$ cat src/spram.sv
// single-port ram, write-first, read data only updates while i_re is high
// contents are undefined until written
`timescale 1ns/1ps
`default_nettype none

module spram #(
  parameter int ADDR_W = 8,
  parameter int DATA_W = 18
) (
  input  logic              clk,
  input  logic [ADDR_W-1:0] i_addr,
  input  logic [DATA_W-1:0] i_din,
  input  logic              i_we,
  input  logic              i_re,
  output logic [DATA_W-1:0] o_dout
);

  logic [DATA_W-1:0] mem [2**ADDR_W];

  always_ff @(posedge clk) begin
    if (i_we)
      mem[i_addr] <= i_din;
    if (i_re)
      o_dout <= i_we ? i_din : mem[i_addr];  // new data on a write
  end

endmodule

`default_nettype wire

$ cat config.mk
export PLATFORM = sky130hd
export DESIGN_NAME = spram
export DESIGN_NICKNAME = d
export VERILOG_FILES = /design/src/spram.sv
export SDC_FILE = /design/constraint.sdc
export NUM_CORES = 2
export LEC_CHECK = 0
export BUFFER_PORTS_ARGS = -buffer_cell sky130_fd_sc_hd__buf_2
export CORE_MARGIN = 4
export CORE_UTILIZATION = 45
export CTS_BUF_LIST = sky130_fd_sc_hd__clkbuf_16
export CTS_CLUSTER_SIZE = 8
export DETAILED_ROUTE_END_ITERATION = 8
export PLACE_DENSITY = 0.56
export REMOVE_ABC_BUFFERS = 1
export SYNTH_ARGS = -nofsm -noshare
export SYNTH_HDL_FRONTEND = slang
export SYNTH_MEMORY_MAX_BITS = 65536
export SYNTH_SLANG_ARGS = --single-unit
$ cat constraint.sdc
create_clock -name clk -period 7.1 [get_ports clk]
set_input_delay 1.42 -clock clk [delete_from_list [all_inputs] [get_ports clk]]
set_output_delay 1.42 -clock clk [all_outputs]
set_load 0.01 [all_outputs]
==> qor.csv <==
metric;value;unit
rsz0062_at_grt;no;
yosysTopAreaCell;edfxtp_1;
postSynth.topFlopCell;edfxtp_1;
clockBufferDepth;4;
slew_headroom;0.0497;
slowest_delay;1.12;ns
post_cts_buffers;0;
drc;0;
ff2ff_setup_slack;3.49;ns
p_leak;0.0638;uW
dp_slack;1.12;ns
drive_gt1_frac;0.320;
path_class;primary input to register;
viasPerCell;6.41;
overflow;0;
final-setup-viol-count;0;
netlist_area;177000;um^2
clock_skew;0.0561;ns
die-area;404000;um^2
cp.arrival;5.74;ns
grt_pass1_wl;730;mm
yosysSeqAreaShare;0.784;
tritoncts;done;
worst-slew-pin-transition;1.43;ns
synth_edf_count;4626;
netlist_instances;7788;
synth_warnings;0;
port_buffers;46;
vias;88694;
cts.htree.levels;6;
grt_pass1_vias;87962;
async_reset_ff_frac;0;
fp.coreArea;392000;um^2
p_per_area;296;nW/um^2
max_freq;201;MHz
syn_area_per_cell;22.8;um^2
instances_no_fill;13828;
multi_input_comb_area;36700;um^2
path_max_fanout;35;
place_congestion;0.871;
avgRoutedWirePerCell;38.1;um
wl;527;mm
clk_latency;1.06;ns
r2r_start;mem[223][3]$_DFFE_PP_;
finalWorstSetupSlack;2.13;ns
hpwlAfterDp;316;mm
worstPathCellList;buf_4 -> inv_4 -> buf_4 -> mux2i_1 -> o22a_1 -> a31oi_1 -> nor3_1 -> a2bb2oi_1;
area_growth;15.3;%
crit_slowest_cell;mux2i_1;
finalHoldViolCount;0;
fin_crit_sh;0.701;
dp_cells;13084;
period_minus_slack;4.97;ns
endpoint_kind;register;
die_width;635;um
synth_area_leaders;edfxtp_1 78%, mux4_2 15%, mux2i_1 1.2%;
worstSetupStartpoint;i_addr[5];
clock-sinks;4626;
peakVddDrop;0.287;mV
fin_nets;8543;
worstPathRequired;7.87;ns
initial_core_util;0.452;
ios;47;
dieHeight;635;um
synth.distinct_cells;62;
track_usage;0.258;
drt_iter0_drc;12178;
regArea;139000;um^2
yosysTopAreaCellShare;0.784;
cts_buffers;648;
crit_path_start_kind;primary input;
max-cap-violations;0;
antenna_left;0;
cts.repair.resized;0;
synth_commonest_cells;4626 x edfxtp_1, 1169 x mux4_2, 261 x nand2_1;
grt_max_degree;194;
drt_pass1_iterations;8;
cp_common_cell;buf_4;
crit_family;buffers and inverters;
status;finished clean;
fill_cells;30113;
path_buf_inv;3;
synth_most_common_cell;edfxtp_1;
slew_viol_final;0;
num_rows;230;
cts.reportedPaths.clkPinSlew;0.05;ns
place_area;187000;um^2
cts_root_buffer;clkbuf_16;
final_cell_area;204000;um^2
hold_path_class;primary input to register;
antenna_found_initial;38;
hold_path.startpoint;i_din[5];
ys_ff_latch;4626;
hold_buffers;0;
per-layer routing:
| metal | GRT usage | wire, um | vias to the layer above |
|---|---|---|---|
| met5 | 0 | 41 | - |
| met4 | 0.0916 | 21200 | 6 |
| met3 | 0.0511 | 50400 | 895 |
| met2 | 0.394 | 244000 | 4968 |
| li1 | - | - | 34450 |
| met1 | 0.375 | 211000 | 48375 |
registers in the layout, indices dropped and copies added (netlist names):
| signal | flops |
|---|---|
| mem | 4608 |
| o_dout | 18 |
final cells by class:
class / instances / area share
Clock buffer: 662 / 0.0811
Inverter: 11 / 0.000276
Multi-Input combinational cell: 2698 / 0.180
Clock inverter: 45 / 0.00331
Timing Repair Buffer: 529 / 0.0229
Sequential cell: 4626 / 0.680
Antenna cell: 37 / 0.000453
Tap cell: 5220 / 0.0320
cells by family (layout without fill, tap and decap cells):
logic type,count (synthesis),after routing,share of synthesized area
flip-flops,4626,4626,0.784
multiplexers,1411,1411,0.162
AND/OR/NAND/NOR,769,769,0.0189
AO/OA/AOI/OAI,518,518,0.0207
buffers and inverters,464,1247,0.0139
other,0,37,0
path summary, 6_finish.rpt:
check	to	cells after the start
max	o_dout[5]$_DFFE_PP_	8
max reg2reg	o_dout[3]$_DFFE_PP_	8
min	mem[6][5]$_DFFE_PP_	1
min reg2reg	o_dout[17]$_DFFE_PP_	6
cell usage in the layout (no fill, tap or decap), types with 9 or more instances in the layout:
cell type	count
inv_6	15
clkinv_8	14
nor2_4	9
a22oi_1	56
a21oi_1	67
buf_2	23
o221ai_1	22
o22ai_1	107
buf_4	435
a31oi_1	32
edfxtp_1	4626
a211oi_1	9
nand2_1	257
diode_2	37
nor2_1	24
clkbuf_16	662
nand3_2	16
nor3_2	31
nor3_1	44
buf_12	49
o21ai_0	53
a32oi_1	82
nor2_2	223
nand2b_1	12
buf_8	14
o22a_1	32
mux2_2	33
nand4_1	12
nand3_1	71
mux4_2	1169
nor4_1	12
mux2i_1	209
worst register-to-register path, cell delays in order (launching register included):
cell       delay (ns)
edfxtp_1         0.37
mux4_2           0.48
nand2_1          0.13
nand3_1          0.10
nand3_1          0.38
a31oi_1          0.22
a2111oi_0        1.18
buf_4            0.35
a32oi_1          0.12
where the power goes:
part | internal, uW | total, uW | switching [uW]
Combinational | 945 | 2980 | 2030
Sequential | 30200 | 30200 | 41.8
Clock | 16300 | 27200 | 10800
per-stage QoR:
step	hold WS, ns	utilization	setup TNS (ns)	total power, uW
after floorplan	0.944	-	-18.43	31800
after global placement	1.06	0.476	-2.11	33700
after detailed placement	1.05	0.477	0	33700
after CTS	0.724	0.520	0	60800
after global routing	0.764	0.521	0	62100
final	0.808	0.521	0	60400
Note: power is estimated with default switching activity, not from simulation.
