`src/spif_pkg.sv`:
```
// shared widths, cpu i/o map and flash boot constants
// flash bytes are plaintext and the boot image starts at byte 5 of the read
`default_nettype none

package spif_pkg;

  // ====================================================================
  // sizes
  // ====================================================================
  localparam int WIDTH   = 18;                // data cell width
  localparam int CODE_AW = 8;                 // log2 code words
  localparam int DATA_AW = 8;                 // log2 data cells
  localparam int INSN_W  = 16;                // instruction width
  localparam int ADDR_W  = 15;                // cpu address width

  // ====================================================================
  // flash and uart
  // ====================================================================
  localparam logic [7:0]  BASE_BLOCK    = 8'd0;     // first 64KB sector
  localparam logic [7:0]  FAST_READ     = 8'h0B;    // read opcode with dummy
  localparam logic [15:0] UART_RATE_POR = 16'd868;  // baud divisor after reset
  localparam logic [3:0]  F_RATE_POR    = 4'd7;     // slow sclk until told
  localparam logic [2:0]  F_FORMAT_READ = 3'd2;     // cs# low, streaming
  localparam logic [7:0]  ESC_BYTE      = 8'h10;    // 0x10..0x13 are control

  // cpu i/o offsets, i_mem_addr[2:0]
  localparam logic [2:0] IO_RX      = 3'd0;   // rx byte / tx write
  localparam logic [2:0] IO_RXFULL  = 3'd1;
  localparam logic [2:0] IO_TX_RATE = 3'd2;   // tx busy / baud write
  localparam logic [2:0] IO_FLASH   = 3'd3;
  localparam logic [2:0] IO_BOOTING = 3'd5;

  // boot sequencer steps and stream interpreter modes
  localparam logic [2:0] ST_DONE    = 3'd0;
  localparam logic [2:0] ST_HDR0    = 3'd1;   // 1..6 send the read header
  localparam logic [2:0] ST_STREAM  = 3'd7;
  localparam logic [1:0] MODE_CMD   = 2'b00;
  localparam logic [1:0] MODE_DATA  = 2'b01;
  localparam logic [1:0] MODE_DEST  = 2'b10;
  localparam logic [1:0] MODE_COUNT = 2'b11;
  localparam logic [1:0] CLS_MODE   = 2'b11;  // end, or dest/count follows
  localparam logic [1:0] CLS_RATE   = 2'b10;

  // one flash byte, taken as data or as a command
  typedef union packed {
    logic [7:0] raw;
    struct packed {
      logic [1:0] cls;    // 11 end/mode, 10 rate, else data run
      logic       last;   // end of boot
      logic       rst;    // cpu reset level after boot
      logic [1:0] spare;  // bit 2 selects data ram
      logic [1:0] size;   // bytes per word minus one
    } cmd;
  } boot_byte_u;

endpackage

`default_nettype wire
```
`src/io_regs.sv`:
```
// cpu i/o registers at i_addr, unused offsets read zero
// a tx write holds the cpu through o_iobusy until the uart takes it
`timescale 1ns/1ps
`default_nettype none

module io_regs (
  input  logic                       clk,
  input  logic                       arstn,
  input  logic                       i_io_rd,
  input  logic                       i_io_wr,
  input  logic [2:0]                 i_addr,
  input  logic [spif_pkg::WIDTH-1:0] i_din,
  input  logic [7:0]                 i_rx_byte,
  input  logic                       i_rx_full,
  input  logic                       i_u_ready,
  input  logic [7:0]                 i_f_din,
  input  logic                       i_booting,
  output logic [spif_pkg::WIDTH-1:0] o_io_dout,
  output logic                       o_rx_clear,
  output logic                       o_u_wr,
  output logic [7:0]                 o_u_dout,
  output logic [15:0]                o_u_rate,
  output logic                       o_iobusy
);
  import spif_pkg::*;

  logic tx_sel;   // cpu writes a tx byte
  logic tx_ok;    // uart can take it now
  logic tx_busy;
  logic rate_we;

  assign tx_sel     = i_io_wr & (i_addr == IO_RX);
  assign tx_ok      = i_u_ready & ~o_u_wr;       // ready not yet updated
  assign tx_busy    = ~i_u_ready;
  assign o_iobusy   = tx_sel & ~tx_ok;           // wait state
  assign rate_we    = i_io_wr & (i_addr == IO_TX_RATE) & ~o_iobusy;
  assign o_rx_clear = i_io_rd & (i_addr == IO_RX) & ~o_iobusy;

  // ====================================================================
  // read mux
  // ====================================================================
  always_comb begin
    case (i_addr)
      IO_RX:      o_io_dout = WIDTH'(i_rx_byte);
      IO_RXFULL:  o_io_dout = WIDTH'(i_rx_full);
      IO_TX_RATE: o_io_dout = WIDTH'(tx_busy);   // emit would stall
      IO_FLASH:   o_io_dout = WIDTH'(i_f_din);   // last flash byte
      IO_BOOTING: o_io_dout = WIDTH'(i_booting);
      default:    o_io_dout = '0;
    endcase
  end

  always_ff @(posedge clk or negedge arstn) begin
    if (!arstn) begin
      o_u_wr   <= 1'b0;
      o_u_rate <= UART_RATE_POR;
    end else begin
      o_u_wr <= tx_sel & tx_ok;                  // strobe after accept
      if (rate_we)
        o_u_rate <= i_din[15:0];
    end
  end

  // tx byte
  always_ff @(posedge clk) begin
    if (tx_sel & tx_ok)
      o_u_dout <= i_din[7:0];
  end

endmodule

`default_nettype wire

```
`config.mk`:
```
export PLATFORM = sky130hd
export DESIGN_NAME = io_regs
export DESIGN_NICKNAME = d
export VERILOG_FILES = /design/src/spif_pkg.sv /design/src/io_regs.sv
export SDC_FILE = /design/constraint.sdc
export NUM_CORES = 1
export LEC_CHECK = 0
export BUFFER_PORTS_ARGS = -buffer_cell sky130_fd_sc_hd__buf_4
export CAP_MARGIN = 20
export CORE_MARGIN = 8
export CORE_UTILIZATION = 30
export CTS_BUF_LIST = sky130_fd_sc_hd__clkbuf_8
export CTS_CLUSTER_DIAMETER = 60
export CTS_CLUSTER_SIZE = 10
export DETAILED_ROUTE_END_ITERATION = 16
export GPL_TIMING_DRIVEN = 1
export HOLD_SLACK_MARGIN = 0.06
export PLACE_DENSITY_LB_ADDON = 0.08
export SLEW_MARGIN = 20
export SYNTH_ARGS = -nofsm -noshare
export SYNTH_HDL_FRONTEND = slang
export SYNTH_SLANG_ARGS = --single-unit
```
`constraint.sdc`:
```
create_clock -name clk -period 1.6 [get_ports clk]
set_input_delay 0.48 -clock clk [delete_from_list [all_inputs] [get_ports clk]]
set_output_delay 0.48 -clock clk [all_outputs]
set_load 0.02 [all_outputs]
```
==> impl_metrics.toml <==
[setup_path]
required_ns = 1.12
endpoint_kind = "output port"
crit_start = "i_addr[1]"
criticalPathCategory = "primary input to output port"
cp_max_fo = 8
ff2ff_setup_slack_ns = 0.34
start_kind = "primary input"
cp.arrival_ns = 1.24
timing.rr.start = "o_u_wr"

[power_and_ir_drop]
peakVddDrop_v = 0.0004186
power_density_nw_per_um2 = 910.4
cellLeakagePower_nw = 0.9542

[final_layout]
finalNetCount = 218
fin_util_pct = 50.99
layout-drive-gt1-share_pct = 71.68
n_fill_cell = 376
antenna_cells = 0
final_area_sq_um = 1996
synthToLayoutAreaGrowth_pct = 67.54

[routing]
drt_iter0_drc = 14
wl_per_cell_um = 16.05
num_vias = 988
wl_mm = 3.579
vias_per_cell = 4.430
drc = 0
ant_nets = 0
drt-pass1-iter-count = 3

[global_route]
track_usage_pct = 11.02
antenna_found_initial = 0
grt_pass1_vias = 1093
grt_max_degree = 18
grt_pass1_wl_mm = 5.561
overflow = 0

[worst_hold_path]
min_path_type = "primary input to async pin"

[synthesis]
ys.flop_type = "dfrtp_1"
synthTopCellsByCount = "dfrtp_1, buf_4, mux2_4"
syn_area_sq_um = 1191
syn_inst = 85
yosys.area.top_type = "dfrtp_1"
yosysSeqAreaShare_pct = 56.41
synth-edff-count = 8
synth_top_area_share_pct = 25.21
avgSynthCellArea_sq_um = 14.01
ys_types = 25
synthTopCellsByArea = "dfrtp_1, edfxtp_1, mux2_4"
synth.most_common_cell = "dfrtp_1"
synth_warnings = 0
async_reset_ff_share_pct = 68.00
synth-seq-cells = 25

[floorplan]
initial_utilization_pct = 30.43
die_y_um = 79.01
core_area_sq_um = 3914
ios = 89
die_area_sq_um = 6243
rows = 23
dieWidth_um = 79.01

[status]
violations = "negative setup slack"
run_status = "complete, but fails checks"

[sta]
max_freq_ghz = 0.5826
drv_slew = 0
finClkSkew_ns = 0.003681
finalSetupViolations = 10
hold_viol = 0
period_needed_ns = 1.716
fin_crit_sh_pct = 107.3
final.setup.worst_slack_ns = -0.1164
rsz0062_at_grt = "yes"

[clock_tree]
path_clk_slew_ns = 0.08
cts_tree = "built"
cts_sinks = 25
ctsLongestPathBuffers = 2
htree_levels = 1
hold_buffers = 0
clk_latency_ns = 0.26
clock-root-buffer = "clkbuf_8"
cts_made_buffers = 3

[placed_design]
pre_cts_ws_ns = -0.1958
place_hpwl_mm = 2.767
post_dp_cell_area_sq_um = 1852
gp_congestion = 0.8028
portBuffers = 76

[run]
drv_cap = 0
per-stage QoR:
| stage | hold slack [ns] | total power [mW] | instances | TNS (ns) |
|---|---|---|---|---|
| global route | 0.06775 | 1.912 | 223 | -1.054 |
| CTS | 0.06868 | 1.832 | 222 | -0.5645 |
| finish | 0.06439 | 1.817 | 223 | -0.6204 |
| detailed placement | 0.3591 | 1.451 | 215 | -4.365 |
| global placement | 0.3592 | 1.438 | 215 | -4.125 |
| floorplan | 0.1844 | 1.162 | 94 | -0.01777 |
state kept, by name, indices dropped and copies added, names as in the netlist:
register  count
o_u_wr        1
o_u_dout      8
o_u_rate     16
layer usage:
layer | GRT usage (%) | part of all wire, %
met1 | 12.57 | 38
met2 | 17.91 | 48
met3 | 5.192 | 13
met4 | 3.333 | 0.36
met5 | 0 | 0
layout make-up:
| type | instances | area [sq um] | area share [%] |
|---|---|---|---|
| Timing Repair Buffer | 89 | 714.4 | 35.80 |
| Sequential cell | 25 | 671.9 | 33.67 |
| Multi-Input combinational cell | 54 | 498.0 | 24.95 |
| Tap cell | 50 | 62.56 | 3.135 |
| Clock buffer | 3 | 41.29 | 2.069 |
| Clock inverter | 1 | 3.754 | 0.1881 |
| Inverter | 1 | 3.754 | 0.1881 |
placed cells by master (no fill, tap or decap), drive strengths merged, types with 2 or more instances in the layout:
| cell type | netlist | final |
|---|---|---|
| and3 | 2 | 2 |
| a22oi | 8 | 8 |
| nor2 | 9 | 9 |
| buf | 13 | 89 |
| mux2 | 17 | 17 |
| edfxtp | 8 | 8 |
| clkbuf | 1 | 3 |
| dfstp | 5 | 5 |
| inv | 1 | 2 |
| dfrtp | 12 | 12 |
| conb | 1 | 10 |
path summary, 6_finish.rpt:
| path | cells after the start | to |
|---|---|---|
| worst max-delay path | 5 | o_io_dout[0] |
| worst min-delay path | 1 | o_u_rate[1] |
| worst max register to register | 3 | o_u_dout[6] |
| worst min register to register | 1 | o_u_rate[3] |
| max in group asynchronous | 1 | o_u_rate[9] |
| min in group clk | 1 | o_u_dout[2] |
timing repair:
item	CTS	global route
pin swaps	6	1
setup endpoints to repair	10	10
setup buffers	3	1
gates resized for setup	15	3
logic make-up (layout without fill, tap and decap cells):
logic type             count (synthesis)  count (layout)  synth area share (%)
other                                  1              10                0.3148
DFF                                   25              25                 56.41
and+or+nand+nor                       17              17                 7.879
AOI/OAI and AO/OA                     10              10                 6.197
muxes                                 17              17                 19.22
buffers and inverters                 15              94                 9.978
critical path: stages:
cell and delay, ns:
buf_8 0.10, and2_4 0.18, a22oi_2 0.19, o221ai_2 0.11, buf_4 0.16
report_power, final:
part	leakage [nW]	internal (mW)	switching [mW]
Sequential	0.271	0.772	0.0520
Combinational	0.657	0.337	0.297
Clock	0.0269	0.171	0.188
Total	0.954	1.28	0.537
Note: power is estimated with default switching activity, not from simulation.
