## src/spif_pkg.sv

```systemverilog
// shared widths, cpu i/o map and flash boot constants
// flash bytes are plaintext and the boot image starts at byte 5 of the read
`default_nettype none

package spif_pkg;

  // ====================================================================
  // sizes
  // ====================================================================
  localparam int WIDTH   = 18;                // data cell width
  localparam int CODE_AW = 8;                 // log2 code words
  localparam int DATA_AW = 8;                 // log2 data cells
  localparam int INSN_W  = 16;                // instruction width
  localparam int ADDR_W  = 15;                // cpu address width

  // ====================================================================
  // flash and uart
  // ====================================================================
  localparam logic [7:0]  BASE_BLOCK    = 8'd0;     // first 64KB sector
  localparam logic [7:0]  FAST_READ     = 8'h0B;    // read opcode with dummy
  localparam logic [15:0] UART_RATE_POR = 16'd868;  // baud divisor after reset
  localparam logic [3:0]  F_RATE_POR    = 4'd7;     // slow sclk until told
  localparam logic [2:0]  F_FORMAT_READ = 3'd2;     // cs# low, streaming
  localparam logic [7:0]  ESC_BYTE      = 8'h10;    // 0x10..0x13 are control

  // cpu i/o offsets, i_mem_addr[2:0]
  localparam logic [2:0] IO_RX      = 3'd0;   // rx byte / tx write
  localparam logic [2:0] IO_RXFULL  = 3'd1;
  localparam logic [2:0] IO_TX_RATE = 3'd2;   // tx busy / baud write
  localparam logic [2:0] IO_FLASH   = 3'd3;
  localparam logic [2:0] IO_BOOTING = 3'd5;

  // boot sequencer steps and stream interpreter modes
  localparam logic [2:0] ST_DONE    = 3'd0;
  localparam logic [2:0] ST_HDR0    = 3'd1;   // 1..6 send the read header
  localparam logic [2:0] ST_STREAM  = 3'd7;
  localparam logic [1:0] MODE_CMD   = 2'b00;
  localparam logic [1:0] MODE_DATA  = 2'b01;
  localparam logic [1:0] MODE_DEST  = 2'b10;
  localparam logic [1:0] MODE_COUNT = 2'b11;
  localparam logic [1:0] CLS_MODE   = 2'b11;  // end, or dest/count follows
  localparam logic [1:0] CLS_RATE   = 2'b10;

  // one flash byte, taken as data or as a command
  typedef union packed {
    logic [7:0] raw;
    struct packed {
      logic [1:0] cls;    // 11 end/mode, 10 rate, else data run
      logic       last;   // end of boot
      logic       rst;    // cpu reset level after boot
      logic [1:0] spare;  // bit 2 selects data ram
      logic [1:0] size;   // bytes per word minus one
    } cmd;
  } boot_byte_u;

endpackage

`default_nettype wire
```

## src/boot_loader.sv

```systemverilog
// clears both rams, sends a fast read header, then runs the flash byte stream
// stream writes only while the flash is ready, stops for good on an end byte
`timescale 1ns/1ps
`default_nettype none

module boot_loader (
  input  logic                       clk,
  input  logic                       arstn,
  input  logic                       i_f_ready,
  input  logic [7:0]                 i_f_din,
  output logic                       o_f_wr,
  output logic [7:0]                 o_f_dout,
  output logic [2:0]                 o_f_format,
  output logic [3:0]                 o_f_rate,
  output logic                       o_p_reset,
  output logic                       o_booting,
  output logic                       o_code_wr,
  output logic                       o_data_wr,
  output logic [15:0]                o_dest,
  output logic [spif_pkg::WIDTH-1:0] o_word
);
  import spif_pkg::*;

  logic               clearing;   // ram clear in progress
  logic [CODE_AW-1:0] clr_cnt;
  logic [2:0]         b_state;    // header step, stream or done
  logic [1:0]         b_mode;     // meaning of next stream byte
  logic               b_high;     // next dest/count byte is the high one
  logic               space;      // run goes to data ram
  logic [1:0]         bytes;      // bytes per word minus one
  logic [1:0]         bytecount;
  logic [15:0]        b_count;    // words left minus one
  logic               f_ok;
  boot_byte_u         fb;

  assign f_ok      = i_f_ready & ~o_f_wr;
  assign fb        = boot_byte_u'(i_f_din);
  assign o_booting = (b_state != ST_DONE);

  always_ff @(posedge clk or negedge arstn) begin
    if (!arstn) begin
      clearing   <= 1'b1;
      clr_cnt    <= '0;
      o_code_wr  <= 1'b1;          // clear writes from the first cycle
      o_data_wr  <= 1'b1;
      o_dest     <= 16'd0;
      o_word     <= '0;            // zero is what the clear writes
      o_f_wr     <= 1'b0;
      o_f_dout   <= 8'h00;
      o_f_format <= 3'd0;
      o_f_rate   <= F_RATE_POR;
      o_p_reset  <= 1'b1;
      b_state    <= ST_HDR0;
      b_mode     <= MODE_CMD;
      b_high     <= 1'b0;
      space      <= 1'b0;
      bytes      <= 2'd0;
      bytecount  <= 2'd0;
      b_count    <= 16'd0;
    end else begin
      o_code_wr <= 1'b0;
      o_data_wr <= 1'b0;
      o_f_wr    <= 1'b0;
      if (o_code_wr | o_data_wr)
        o_dest <= o_dest + 16'd1;  // bump after each word
      // ================================================================
      // ram clear, 2^CODE_AW + 1 cycles of writes
      // ================================================================
      if (clearing) begin
        o_code_wr <= 1'b1;
        o_data_wr <= 1'b1;
        clr_cnt   <= clr_cnt + 1'b1;
        if (&clr_cnt)
          clearing <= 1'b0;
      end else if (f_ok && (b_state != ST_DONE)) begin
        o_f_wr <= 1'b1;            // next byte, every step
        if (b_state != ST_STREAM) begin
          b_state <= b_state + 3'd1;
          if (b_state == ST_HDR0) begin
            o_f_dout   <= FAST_READ;
            o_f_format <= F_FORMAT_READ;  // cs# low from here
          end else if (b_state == ST_HDR0 + 3'd1) begin
            o_f_dout <= BASE_BLOCK;
          end else begin
            o_f_dout <= 8'h00;     // address low and dummy
          end
        end else begin
          // ============================================================
          // stream interpreter
          // ============================================================
          case (b_mode)
            MODE_CMD: begin
              if (fb.cmd.cls == CLS_MODE) begin
                if (fb.cmd.last) begin
                  o_f_wr     <= 1'b0;          // no further transfer
                  o_f_format <= 3'd0;          // release cs#
                  o_p_reset  <= fb.cmd.rst;
                  b_state    <= ST_DONE;
                end else begin
                  b_mode <= fb.cmd.size[1] ? MODE_COUNT : MODE_DEST;
                  b_high <= 1'b1;
                end
              end else if (fb.cmd.cls == CLS_RATE) begin
                o_f_rate <= fb.raw[3:0];
              end else begin
                b_mode    <= MODE_DATA;
                space     <= fb.cmd.spare[0];  // bit 2
                bytes     <= fb.cmd.size;
                bytecount <= fb.cmd.size;
              end
            end
            MODE_DATA: begin
              if (bytecount == bytes)
                o_word <= WIDTH'(fb.raw);      // first byte of the word
              else
                o_word <= {o_word[WIDTH-9:0], fb.raw};
              if (bytecount != 2'd0) begin
                bytecount <= bytecount - 2'd1;
              end else begin
                bytecount <= bytes;
                o_code_wr <= ~space;
                o_data_wr <= space;
                if (b_count != 16'd0)
                  b_count <= b_count - 16'd1;
                else
                  b_mode <= MODE_CMD;          // run finished
              end
            end
            MODE_DEST: begin
              if (b_high) begin
                o_dest[15:8] <= fb.raw;
                b_high       <= 1'b0;
              end else begin
                o_dest[7:0] <= fb.raw;
                b_mode      <= MODE_CMD;
              end
            end
            default: begin
              if (b_high) begin
                b_count[15:8] <= fb.raw;
                b_high        <= 1'b0;
              end else begin
                b_count[7:0] <= fb.raw;
                b_mode       <= MODE_CMD;
              end
            end
          endcase
        end
      end
    end
  end

endmodule

`default_nettype wire

```

## config.mk

```make
export PLATFORM = sky130hd
export DESIGN_NAME = boot_loader
export DESIGN_NICKNAME = d
export VERILOG_FILES = /design/src/spif_pkg.sv /design/src/boot_loader.sv
export SDC_FILE = /design/constraint.sdc
export NUM_CORES = 1
export LEC_CHECK = 0
export BUFFER_PORTS_ARGS = -buffer_cell sky130_fd_sc_hd__buf_2
export CORE_ASPECT_RATIO = 0.9
export CORE_UTILIZATION = 57
export DETAILED_ROUTE_END_ITERATION = 10
export PLACE_DENSITY = 0.81
export RECOVER_POWER = 50
export SETUP_SLACK_MARGIN = 0.1
export SYNTH_ARGS = -nofsm -noshare
export SYNTH_HDL_FRONTEND = slang
export SYNTH_SLANG_ARGS = --single-unit
export TNS_END_PERCENT = 100
```

## constraint.sdc

```tcl
create_clock -name clk -period 2.6 [get_ports clk]
set_input_delay 0.39 -clock clk [delete_from_list [all_inputs] [get_ports clk]]
set_output_delay 0.39 -clock clk [all_outputs]
set_load 0.02 [all_outputs]
```

==> impl.org, run 1 <==
** Outcome
- The run finished, with violations left.
- Violations in the final reports :: capacitance limit, slew limit

** STA
- The worst path needs 2.427 ns of the cycle, external delays included.
- The final critical path takes up 93.35% of the cycle.
- F_max :: 412.0 MHz
- Total negative slack for setup checks :: 0 ns
- Hold Vio Cnt, Final :: 0
- Number of slew-limit violations in the final report :: 81
- On the final layout, the worst clock skew is around 0.0076 ns.
- Setup repair after global routing left no endpoint under its margin.
- Setup violations remaining at the end of the flow were counted as 0.
- Relative slew slack :: -28.36%
- For the pin with the worst max-slew slack, the measured transition is 1.925 ns.

** Logic synthesis
- The synthesized netlist occupies a cell area of 4128 um^2.
- In this run the biggest area consumer among cell types represents 43.65% of the synthesized area.
- Distinct cells, synth :: 52
- The Yosys step of the flow raised 0 warnings.
- Average footprint of a synthesized cell :: 9.644 um^2
- Biggest area contributors in the synthesized netlist :: sky130_fd_sc_hd__dfrtp_1, sky130_fd_sc_hd__dfstp_2, sky130_fd_sc_hd__mux2_2
- Asr flop ratio synth :: 100.0%
- Of all cell types, the one taking the most synthesized area is sky130_fd_sc_hd__dfrtp_1.
- Cells after Synth :: 428
- Number of storage elements in the synthesis netlist :: 80
- Sequential area share after synthesis :: 48.74%
- Post-synth EDFFs :: 0
- Dominant synthesized flop cell :: sky130_fd_sc_hd__dfrtp_1

** Global route
- All-Layer GR Usage :: 25.00%
- Met3 routing resource usage after global routing :: under 10%
- Most congested layer reported by global routing :: met2
- Met2 Resource Use GR :: 39.55%
- For met1 alone, demand over resource in global routing was 34.22%.
- For this run the aggregate overflow at the end of global routing stands at 0.
- Number of global-route vias before repair :: 3,018
- Entering global routing, the biggest net connects a little over 80 pins.
- The first global-routing pass estimated 14,520 um of wire.
- The initial antenna violation count came to 0.

** Floorplan
- Site Rows :: 29
- From left edge to right edge, the die measures roughly 90 um.
- Area of the die :: 7586 um^2
- Core region area :: 7039 um^2
- Ports :: 65
- Initial standard-cell utilization of the core :: 58.64%
- Measured along the y axis, the die boundary spans 82.73 um.

** Clocking
- The H-tree was split into 3 levels.
- CTS placed an instance of sky130_fd_sc_hd__clkbuf_8 at the clock tree root.
- The longest clock path from root to sink contains 2 buffers.
- Clk_lat worst skew :: 0.36 ns
- CTS saw 80 sinks.
- Clock-pin slew was measured on the worst setup and hold paths at 0.08 ns.
- Post-CTS repair timing setup buffer count :: 0
- Clock buffers created by TritonCTS :: 9
- Clock tree from TritonCTS :: done

** Worst setup path
- The critical path goes through ha_1 -> ha_2 -> inv_2 -> or4b_4 -> or3_4 -> mux2_4.
- The slowest stage of the critical path is the sky130_fd_sc_hd__or4b_4 cell.
- STA classifies the critical path endpoint as a register.
- For the worst setup path, the data required time is ~2.9 ns.
- The critical path in this run is classified as reg2reg.
- Kind of launch point of the worst setup path :: register
- CP max FO :: 6
- For this run, the slowest stage of the critical path takes 0.58 ns.
- Critical Path AT :: 2.68 ns

** Layout
- Post-synthesis to final-layout area growth :: 12.79%
- Final net count :: 502
- Fill cells in the final layout number roughly 570.
- In the final layout, the share of cells above drive strength 1 is 21.31%.
- The number of antenna diodes in the final layout is 0.
- The finished layout holds 581 standard cells, fillers aside.

** Power
- Largest voltage drop on the vdd net :: 0.3114 mV
- Static Leakage :: 2.218 nW
- Logic pwr share :: under 10%
- Net switching share of the total power :: between 20% and 30%
- Fraction of power consumed by sequential logic :: 55.0%
- Dividing total power by cell area gives a power density of 485.8 nW/um^2.
- Internal power comes to 1.710 mW.
- The clock network accounts for 41.5% of the total power.
- Psw :: 551.5 uW
- Total Power Consumption :: 2.262 mW

** Route
- Dividing the detail-routed wire length by the instance count gives 15.45 um.
- After detailed routing, the number of vias per cell comes to 5.799.
- The first detailed-routing pass ran for 4 iterations.
- For this block, the initial DRC count from the detailed router was 261.
- The routed layout has 3,369 vias.
- The count of nets left with antenna violations once routing finished came out at 0.
- Final Routed Wirelength :: ~9000 um
- After detailed routing, the number of remaining DRC violations is 0.

** Placed design
- Placer congestion estimate :: 0.8388
- Number of placed instances with taps included :: 565
- Count of buffers inserted at the top-level ports :: 57
- Half-perimeter wire length after detailed placement :: 6048 um

** Job
- Number of maximum-capacitance violations :: 1

** Min path
- Type of the worst min-delay path :: in2reg
==> placed cells by master (no fill, tap or decap), drive strengths merged, types with 3 or more instances in the layout <==
cell type  netlist  routed
nand4            4       4
nor4             9       9
dfstp            8       8
nor2            42      42
mux2            21      21
nor2b            4       4
nand2           52      52
dfrtp           72      72
xor2             8       8
or3              3       3
a31oi            6       6
nor3            16      16
a41oi            3       3
and3             4       4
clkbuf          12      24
o22a             9       9
conb             1       7
nand2b           5       5
a21oi           22      22
a22oi            4       4
buf             14      49
xnor2           16      16
nand3            8       8
inv             12      13
o21ai           39      39
clkinv           0       3
ha               8       8
==> power by group through the flow <==
stage	clock network (mW)	logic (mW)	registers, mW
2_1_floorplan	0	0.0357	1.27
3_3_place_gp	0	0.0791	1.27
3_5_place_dp	0	0.0801	1.27
4_1_cts	0.948	0.0801	1.24
5_1_grt	1.00	0.0883	1.24
6_report	0.938	0.0789	1.24
==> timing repair <==
item,in CTS,in global routing
resized for setup,1,1
endpoints found under the setup margin,2,4
hold buffers,0,0
==> logic make-up (layout without fill, tap and decap cells) <==
group / Yosys count / in the layout / share of synthesized area [%]
AOI/OAI and AO/OA: 97 / 97 / 14.34
xor gates and xnor gates: 24 / 24 / 5.092
adders and majority gates: 8 / 8 / 2.425
buffers and inverters: 38 / 92 / 4.486
DFF: 80 / 80 / 48.74
muxes: 22 / 22 / 6.244
other: 1 / 7 / 0.09085
and+or+nand+nor: 158 / 158 / 18.58
==> registers in the layout, indices dropped and copies added (netlist names), 2 cells and up <==
signal     flops
o_word        18
b_count       16
o_dest        16
clr_cnt        8
o_f_rate       4
b_state        3
b_mode         2
bytecount      2
bytes          2
==> worst max-delay path, delay by kind of cell, from the launching register on <==
family | cells | cell delay (ns)
adder cells (fa/ha/maj) | 2 | 0.40
multiplexers | 1 | 0.30
flip-flops | 1 | 0.57
buffers and inverters | 1 | 0.08
AND/OR/NAND/NOR | 2 | 0.96
==> stage by stage <==
stage          hold WS (ns)  setup slack, ns  util [%]  instance area, um^2
2_1_floorplan       0.09441           0.2693         -                 4150
6_report             0.3347           0.1728     66.14                 4656
4_1_cts              0.2191           0.1311     66.39                 4673
5_1_grt              0.3554           0.1152     66.14                 4656
3_3_place_gp         0.4263           0.2229     63.46                 4467
3_5_place_dp         0.4500          0.09996     63.46                 4467
==> path summary, 6_finish.rpt <==
path                       cells past startpoint    endpoint        from  slack [ns]
max                                            6    bytes[1]  b_state[0]        0.17
min                                            3  o_dest[11]  i_f_din[3]        0.33
max reg2reg                                    6    bytes[1]  b_state[0]        0.17
min reg2reg                                    1  clr_cnt[6]  clr_cnt[6]        0.48
max in group asynchronous                      1  b_count[4]       arstn        0.90
min in group asynchronous                      1  o_word[16]       arstn        0.56
==> Yosys cell counts (all sizes together), types with 5 or more instances <==
| master | number |
|---|---|
| a31oi | 6 |
| nand3 | 8 |
| buf | 14 |
| xnor2 | 16 |
| ha | 8 |
| inv | 12 |
| o21ai | 39 |
| nand2b | 5 |
| a21oi | 22 |
| nand2 | 52 |
| o22a | 9 |
| dfrtp | 72 |
| dfstp | 8 |
| xor2 | 8 |
| nor2 | 42 |
| clkbuf | 12 |
| mux2 | 21 |
| nor3 | 16 |
| nor4 | 9 |
==> metal layers <==
metal	wire length, um	vias up
li1	-	1604
met1	4151	1629
met2	4163	122
met3	510	14
met4	150	0
met5	0	-
==> layout make-up <==
class / instances / area, um^2 / share of cell area, %
Sequential cell: 80 / 2012 / 43.21
Multi-Input combinational cell: 316 / 1958 / 42.06
Tap cell: 93 / 116.4 / 2.499
Clock buffer: 9 / 123.9 / 2.661
Clock inverter: 7 / 80.08 / 1.720
Timing Repair Buffer: 64 / 320.3 / 6.880
Inverter: 12 / 45.04 / 0.9675
No activity file was read; power rests on OpenSTA's default activity.
==> run 2: changes to the inputs <==
--- a/config.mk
+++ b/config.mk
@@ -7,9 +7,10 @@
 export LEC_CHECK = 0
 export BUFFER_PORTS_ARGS = -buffer_cell sky130_fd_sc_hd__buf_2
 export CORE_ASPECT_RATIO = 0.9
-export CORE_UTILIZATION = 57
+export CORE_UTILIZATION = 45
 export DETAILED_ROUTE_END_ITERATION = 10
-export PLACE_DENSITY = 0.81
+export MAX_ROUTING_LAYER = met4
+export PLACE_DENSITY = 0.67
 export RECOVER_POWER = 50
 export SETUP_SLACK_MARGIN = 0.1
 export SYNTH_ARGS = -nofsm -noshare
==> run 2 against run 1 <==
Total power increased by 5.9%. Clock power increased by 14%. Register-to-register slack improved by 0.05 ns. Largest power group unchanged. Count of clock-buffer cells in the layout unchanged. Clock skew increased by 0.0034 ns. Worst setup slack improved by 0.048 ns. Largest cell class unchanged. Fmax increased by 2.0%. First-iteration DRC count decreased by 26%. The run now ends clean.
==> impl.org, run 2 (same netlist as run 1, synthesis figures left out) <==
** Outcome
- The flow ran to the end, and the final reports show no timing, DRC or antenna violations.

** Global route
- The number of global-route vias before repair is 2,950.
- Total overflow reported by the global router :: 0
- For this run, the total global-route usage over all layers was measured as 21.20%.
- Entering global routing, the biggest net connects 47 pins.
- The initial antenna violation count is 0.
- The first global-routing pass estimated between 10,000 and 15,000 um of wire.

** STA
- Setup violations remaining at the end of the flow were counted as 0.
- For the final routed database, the setup TNS stands at 0 ns.
- The worst path meets setup with 0.2207 ns of slack.
- Counting I/O delays and the setup requirement, the final critical path takes around 2.4 ns.
- Hold is met by 0.3323 ns.
- Tcrit/Tclk final :: 91.51%
- Measured slew at the worst slew-check pin :: 0.8781 ns
- Headroom to the max-slew limit came out at 41.46%.
- The final number of max-transition violations was 0.
- F_max :: 420.3 MHz
- Final Skew :: 0.01106 ns
- Hold Vio Cnt, Final :: 0
- Setup repair after global routing left no endpoint under its margin.

** Worst setup path
- The worst setup path is of the reg2reg kind.
- STA classifies the critical path endpoint as a register.
- Data on the critical path arrives at its endpoint at 2.62 ns.
- For the worst setup path, the data required time is 2.85 ns.
- Register-to-register path setup slack :: 0.22 ns
- Kind of launch point of the worst setup path :: register
- Along the worst path, the maximum fanout reaches 6.

** Route
- Summing over every cut layer, the via total after detailed routing is about 3,200.
- Wire length per cell after detailed routing :: 15.04 um
- DRC :: 0
- In the routed layout, each cell is associated on average with a via count of 5.298.
- Final Routed Wirelength :: a little over 9000 um
- The first detailed-routing pass took 4 iterations.
- Initial detailed-routing violation count :: 192
- Post-DRT Antenna Nets :: 0

** Layout
- Antenna cell count :: 0
- In the final layout, the registers with the most flip-flops are o_word x18, b_count x16, o_dest x16.
- Of the cells placed in the final design, the portion with a size suffix greater than 1 is 21.38%.
- Fin cells :: 610
- The top cell types in the final layout, fill and taps aside, are sky130_fd_sc_hd__dfrtp_1, sky130_fd_sc_hd__nand2_1, sky130_fd_sc_hd__nor2_1, sky130_fd_sc_hd__buf_2, sky130_fd_sc_hd__o21ai_0.
- Commonest non-fill, non-tap cell in the layout :: sky130_fd_sc_hd__dfrtp_1
- The filler cells instantiated in the layout total roughly 840.
- The register with the most flip-flops in the layout has 18 of them.
- Largest Register :: o_word
- Post-synthesis to final-layout area growth :: 15.10%
- Final net count :: 505

** Floorplan
- Area of the die :: 9560 um^2
- Core region area :: between 8000 and 9000 um^2
- Initial standard-cell utilization of the core :: 47.29%
- Die outline width :: 103.0 um
- The initialized floorplan defines 32 standard-cell rows.
- The floorplan step set the die height to roughly 93 um.
- Pin placement for this block handled 65 I/O pins.

** Placed design
- Placer congestion estimate :: just under 0.9
- Once detailed placement completed, the half-perimeter wirelength came to 6405 um.
- Buffers placed on the I/O ports in this run total 57.
- Setup WS pre-CTS :: 0.2461 ns
- In this run, placement finished with an instance count of 593.

** Clocking
- After clock tree synthesis, the clock-pin slew on the worst setup and hold paths is roughly 0.090 ns.
- The clock tree synthesis step divided the H-tree into 3 levels.
- Clk_lat worst skew :: ~0.36 ns
- Clock buffers created by TritonCTS :: 9
- In this run the post-CTS setup repair buffer count came out at 0.
- Largest buffer count on any clock path :: 2
- Clock root buffer :: sky130_fd_sc_hd__clkbuf_8
- For this design, the sink count on the clock tree is 80.
- TritonCTS built the clock tree.

** Min path
- The worst hold path belongs to the class in2reg.

** Power
- Static Leakage :: 2.258 nW
- Total Power Consumption :: about 2.4 mW
- PwrDens :: 504.3 nW/um^2
- The worst-case IR drop observed on VDD is 0.2809 mV.

** Job
- Across the run, the number of max-cap violations was 0.
-- run 2: cell count changes in the layout (fill, tap and decap cells not counted), sizes merged --
cell,delta
bufinv,+1
clkinvlp,-1
buf,+2
dlygate4sd3,+1
inv,+3
clkinv,-3
-- run 2: cell type report --
cell class	instances	area (um^2)	area share, %
timing repair buffer	67	357.8	7.532
multi-input combinational	316	1956	41.16
tap	119	148.9	3.134
sequential	80	2012	42.35
inverter	12	45.04	0.9481
clock buffer	9	123.9	2.607
clock inverter	7	107.6	2.265
-- run 2: timing repair --
| item | CTS | global route |
|---|---|---|
| hold endpoints to repair | 27 | 0 |
| hold buffers | 1 | 0 |
| setup endpoints to repair | 0 | 8 |
| gates resized for setup | 0 | 1 |
-- run 2: path summary, 6_finish.rpt --
check	startpoint	to	depth (start not counted)
worst max register to register	b_state[0]	space	6
worst min-delay path	i_f_din[3]	o_dest[11]	3
max in group asynchronous	arstn	o_f_rate[0]	3
worst max-delay path	b_state[0]	space	6
min in group asynchronous	arstn	o_word[17]	2
worst min register to register	space	o_code_wr	1
-- run 2: per-stage QoR --
step                      cell area, um^2  util [%]
after floorplan                      4150         -
after global placement               4527     51.86
after detailed placement             4527     51.86
after CTS                            4768     54.63
after global routing                 4751     54.43
final                                4751     54.43
-- run 2: power by group --
| part | internal (mW) | switching, mW | leakage (nW) |
|---|---|---|---|
| registers | 1.24 | 0.000107 | 1.08 |
| logic | 0.0190 | 0.0654 | 1.06 |
| clock network | 0.561 | 0.506 | 0.114 |
| total | 1.82 | 0.572 | 2.26 |
-- run 2: layer usage --
metal  GRT usage (%)  vias up  wire [um]
met2           31.00       86       4107
met5               -        -          0
li1                -     1606          -
met4           8.099        0        140
met1           29.86     1529       4453
met3           2.943       11        472
-- run 2: critical path, cell delays in order, from the launching register on --
cell                      delay (ns)
sky130_fd_sc_hd__dfstp_2        0.58
sky130_fd_sc_hd__inv_1          0.05
sky130_fd_sc_hd__ha_1           0.18
sky130_fd_sc_hd__nor2b_1        0.20
sky130_fd_sc_hd__or4b_4         0.58
sky130_fd_sc_hd__or3_4          0.38
sky130_fd_sc_hd__mux2_4         0.30
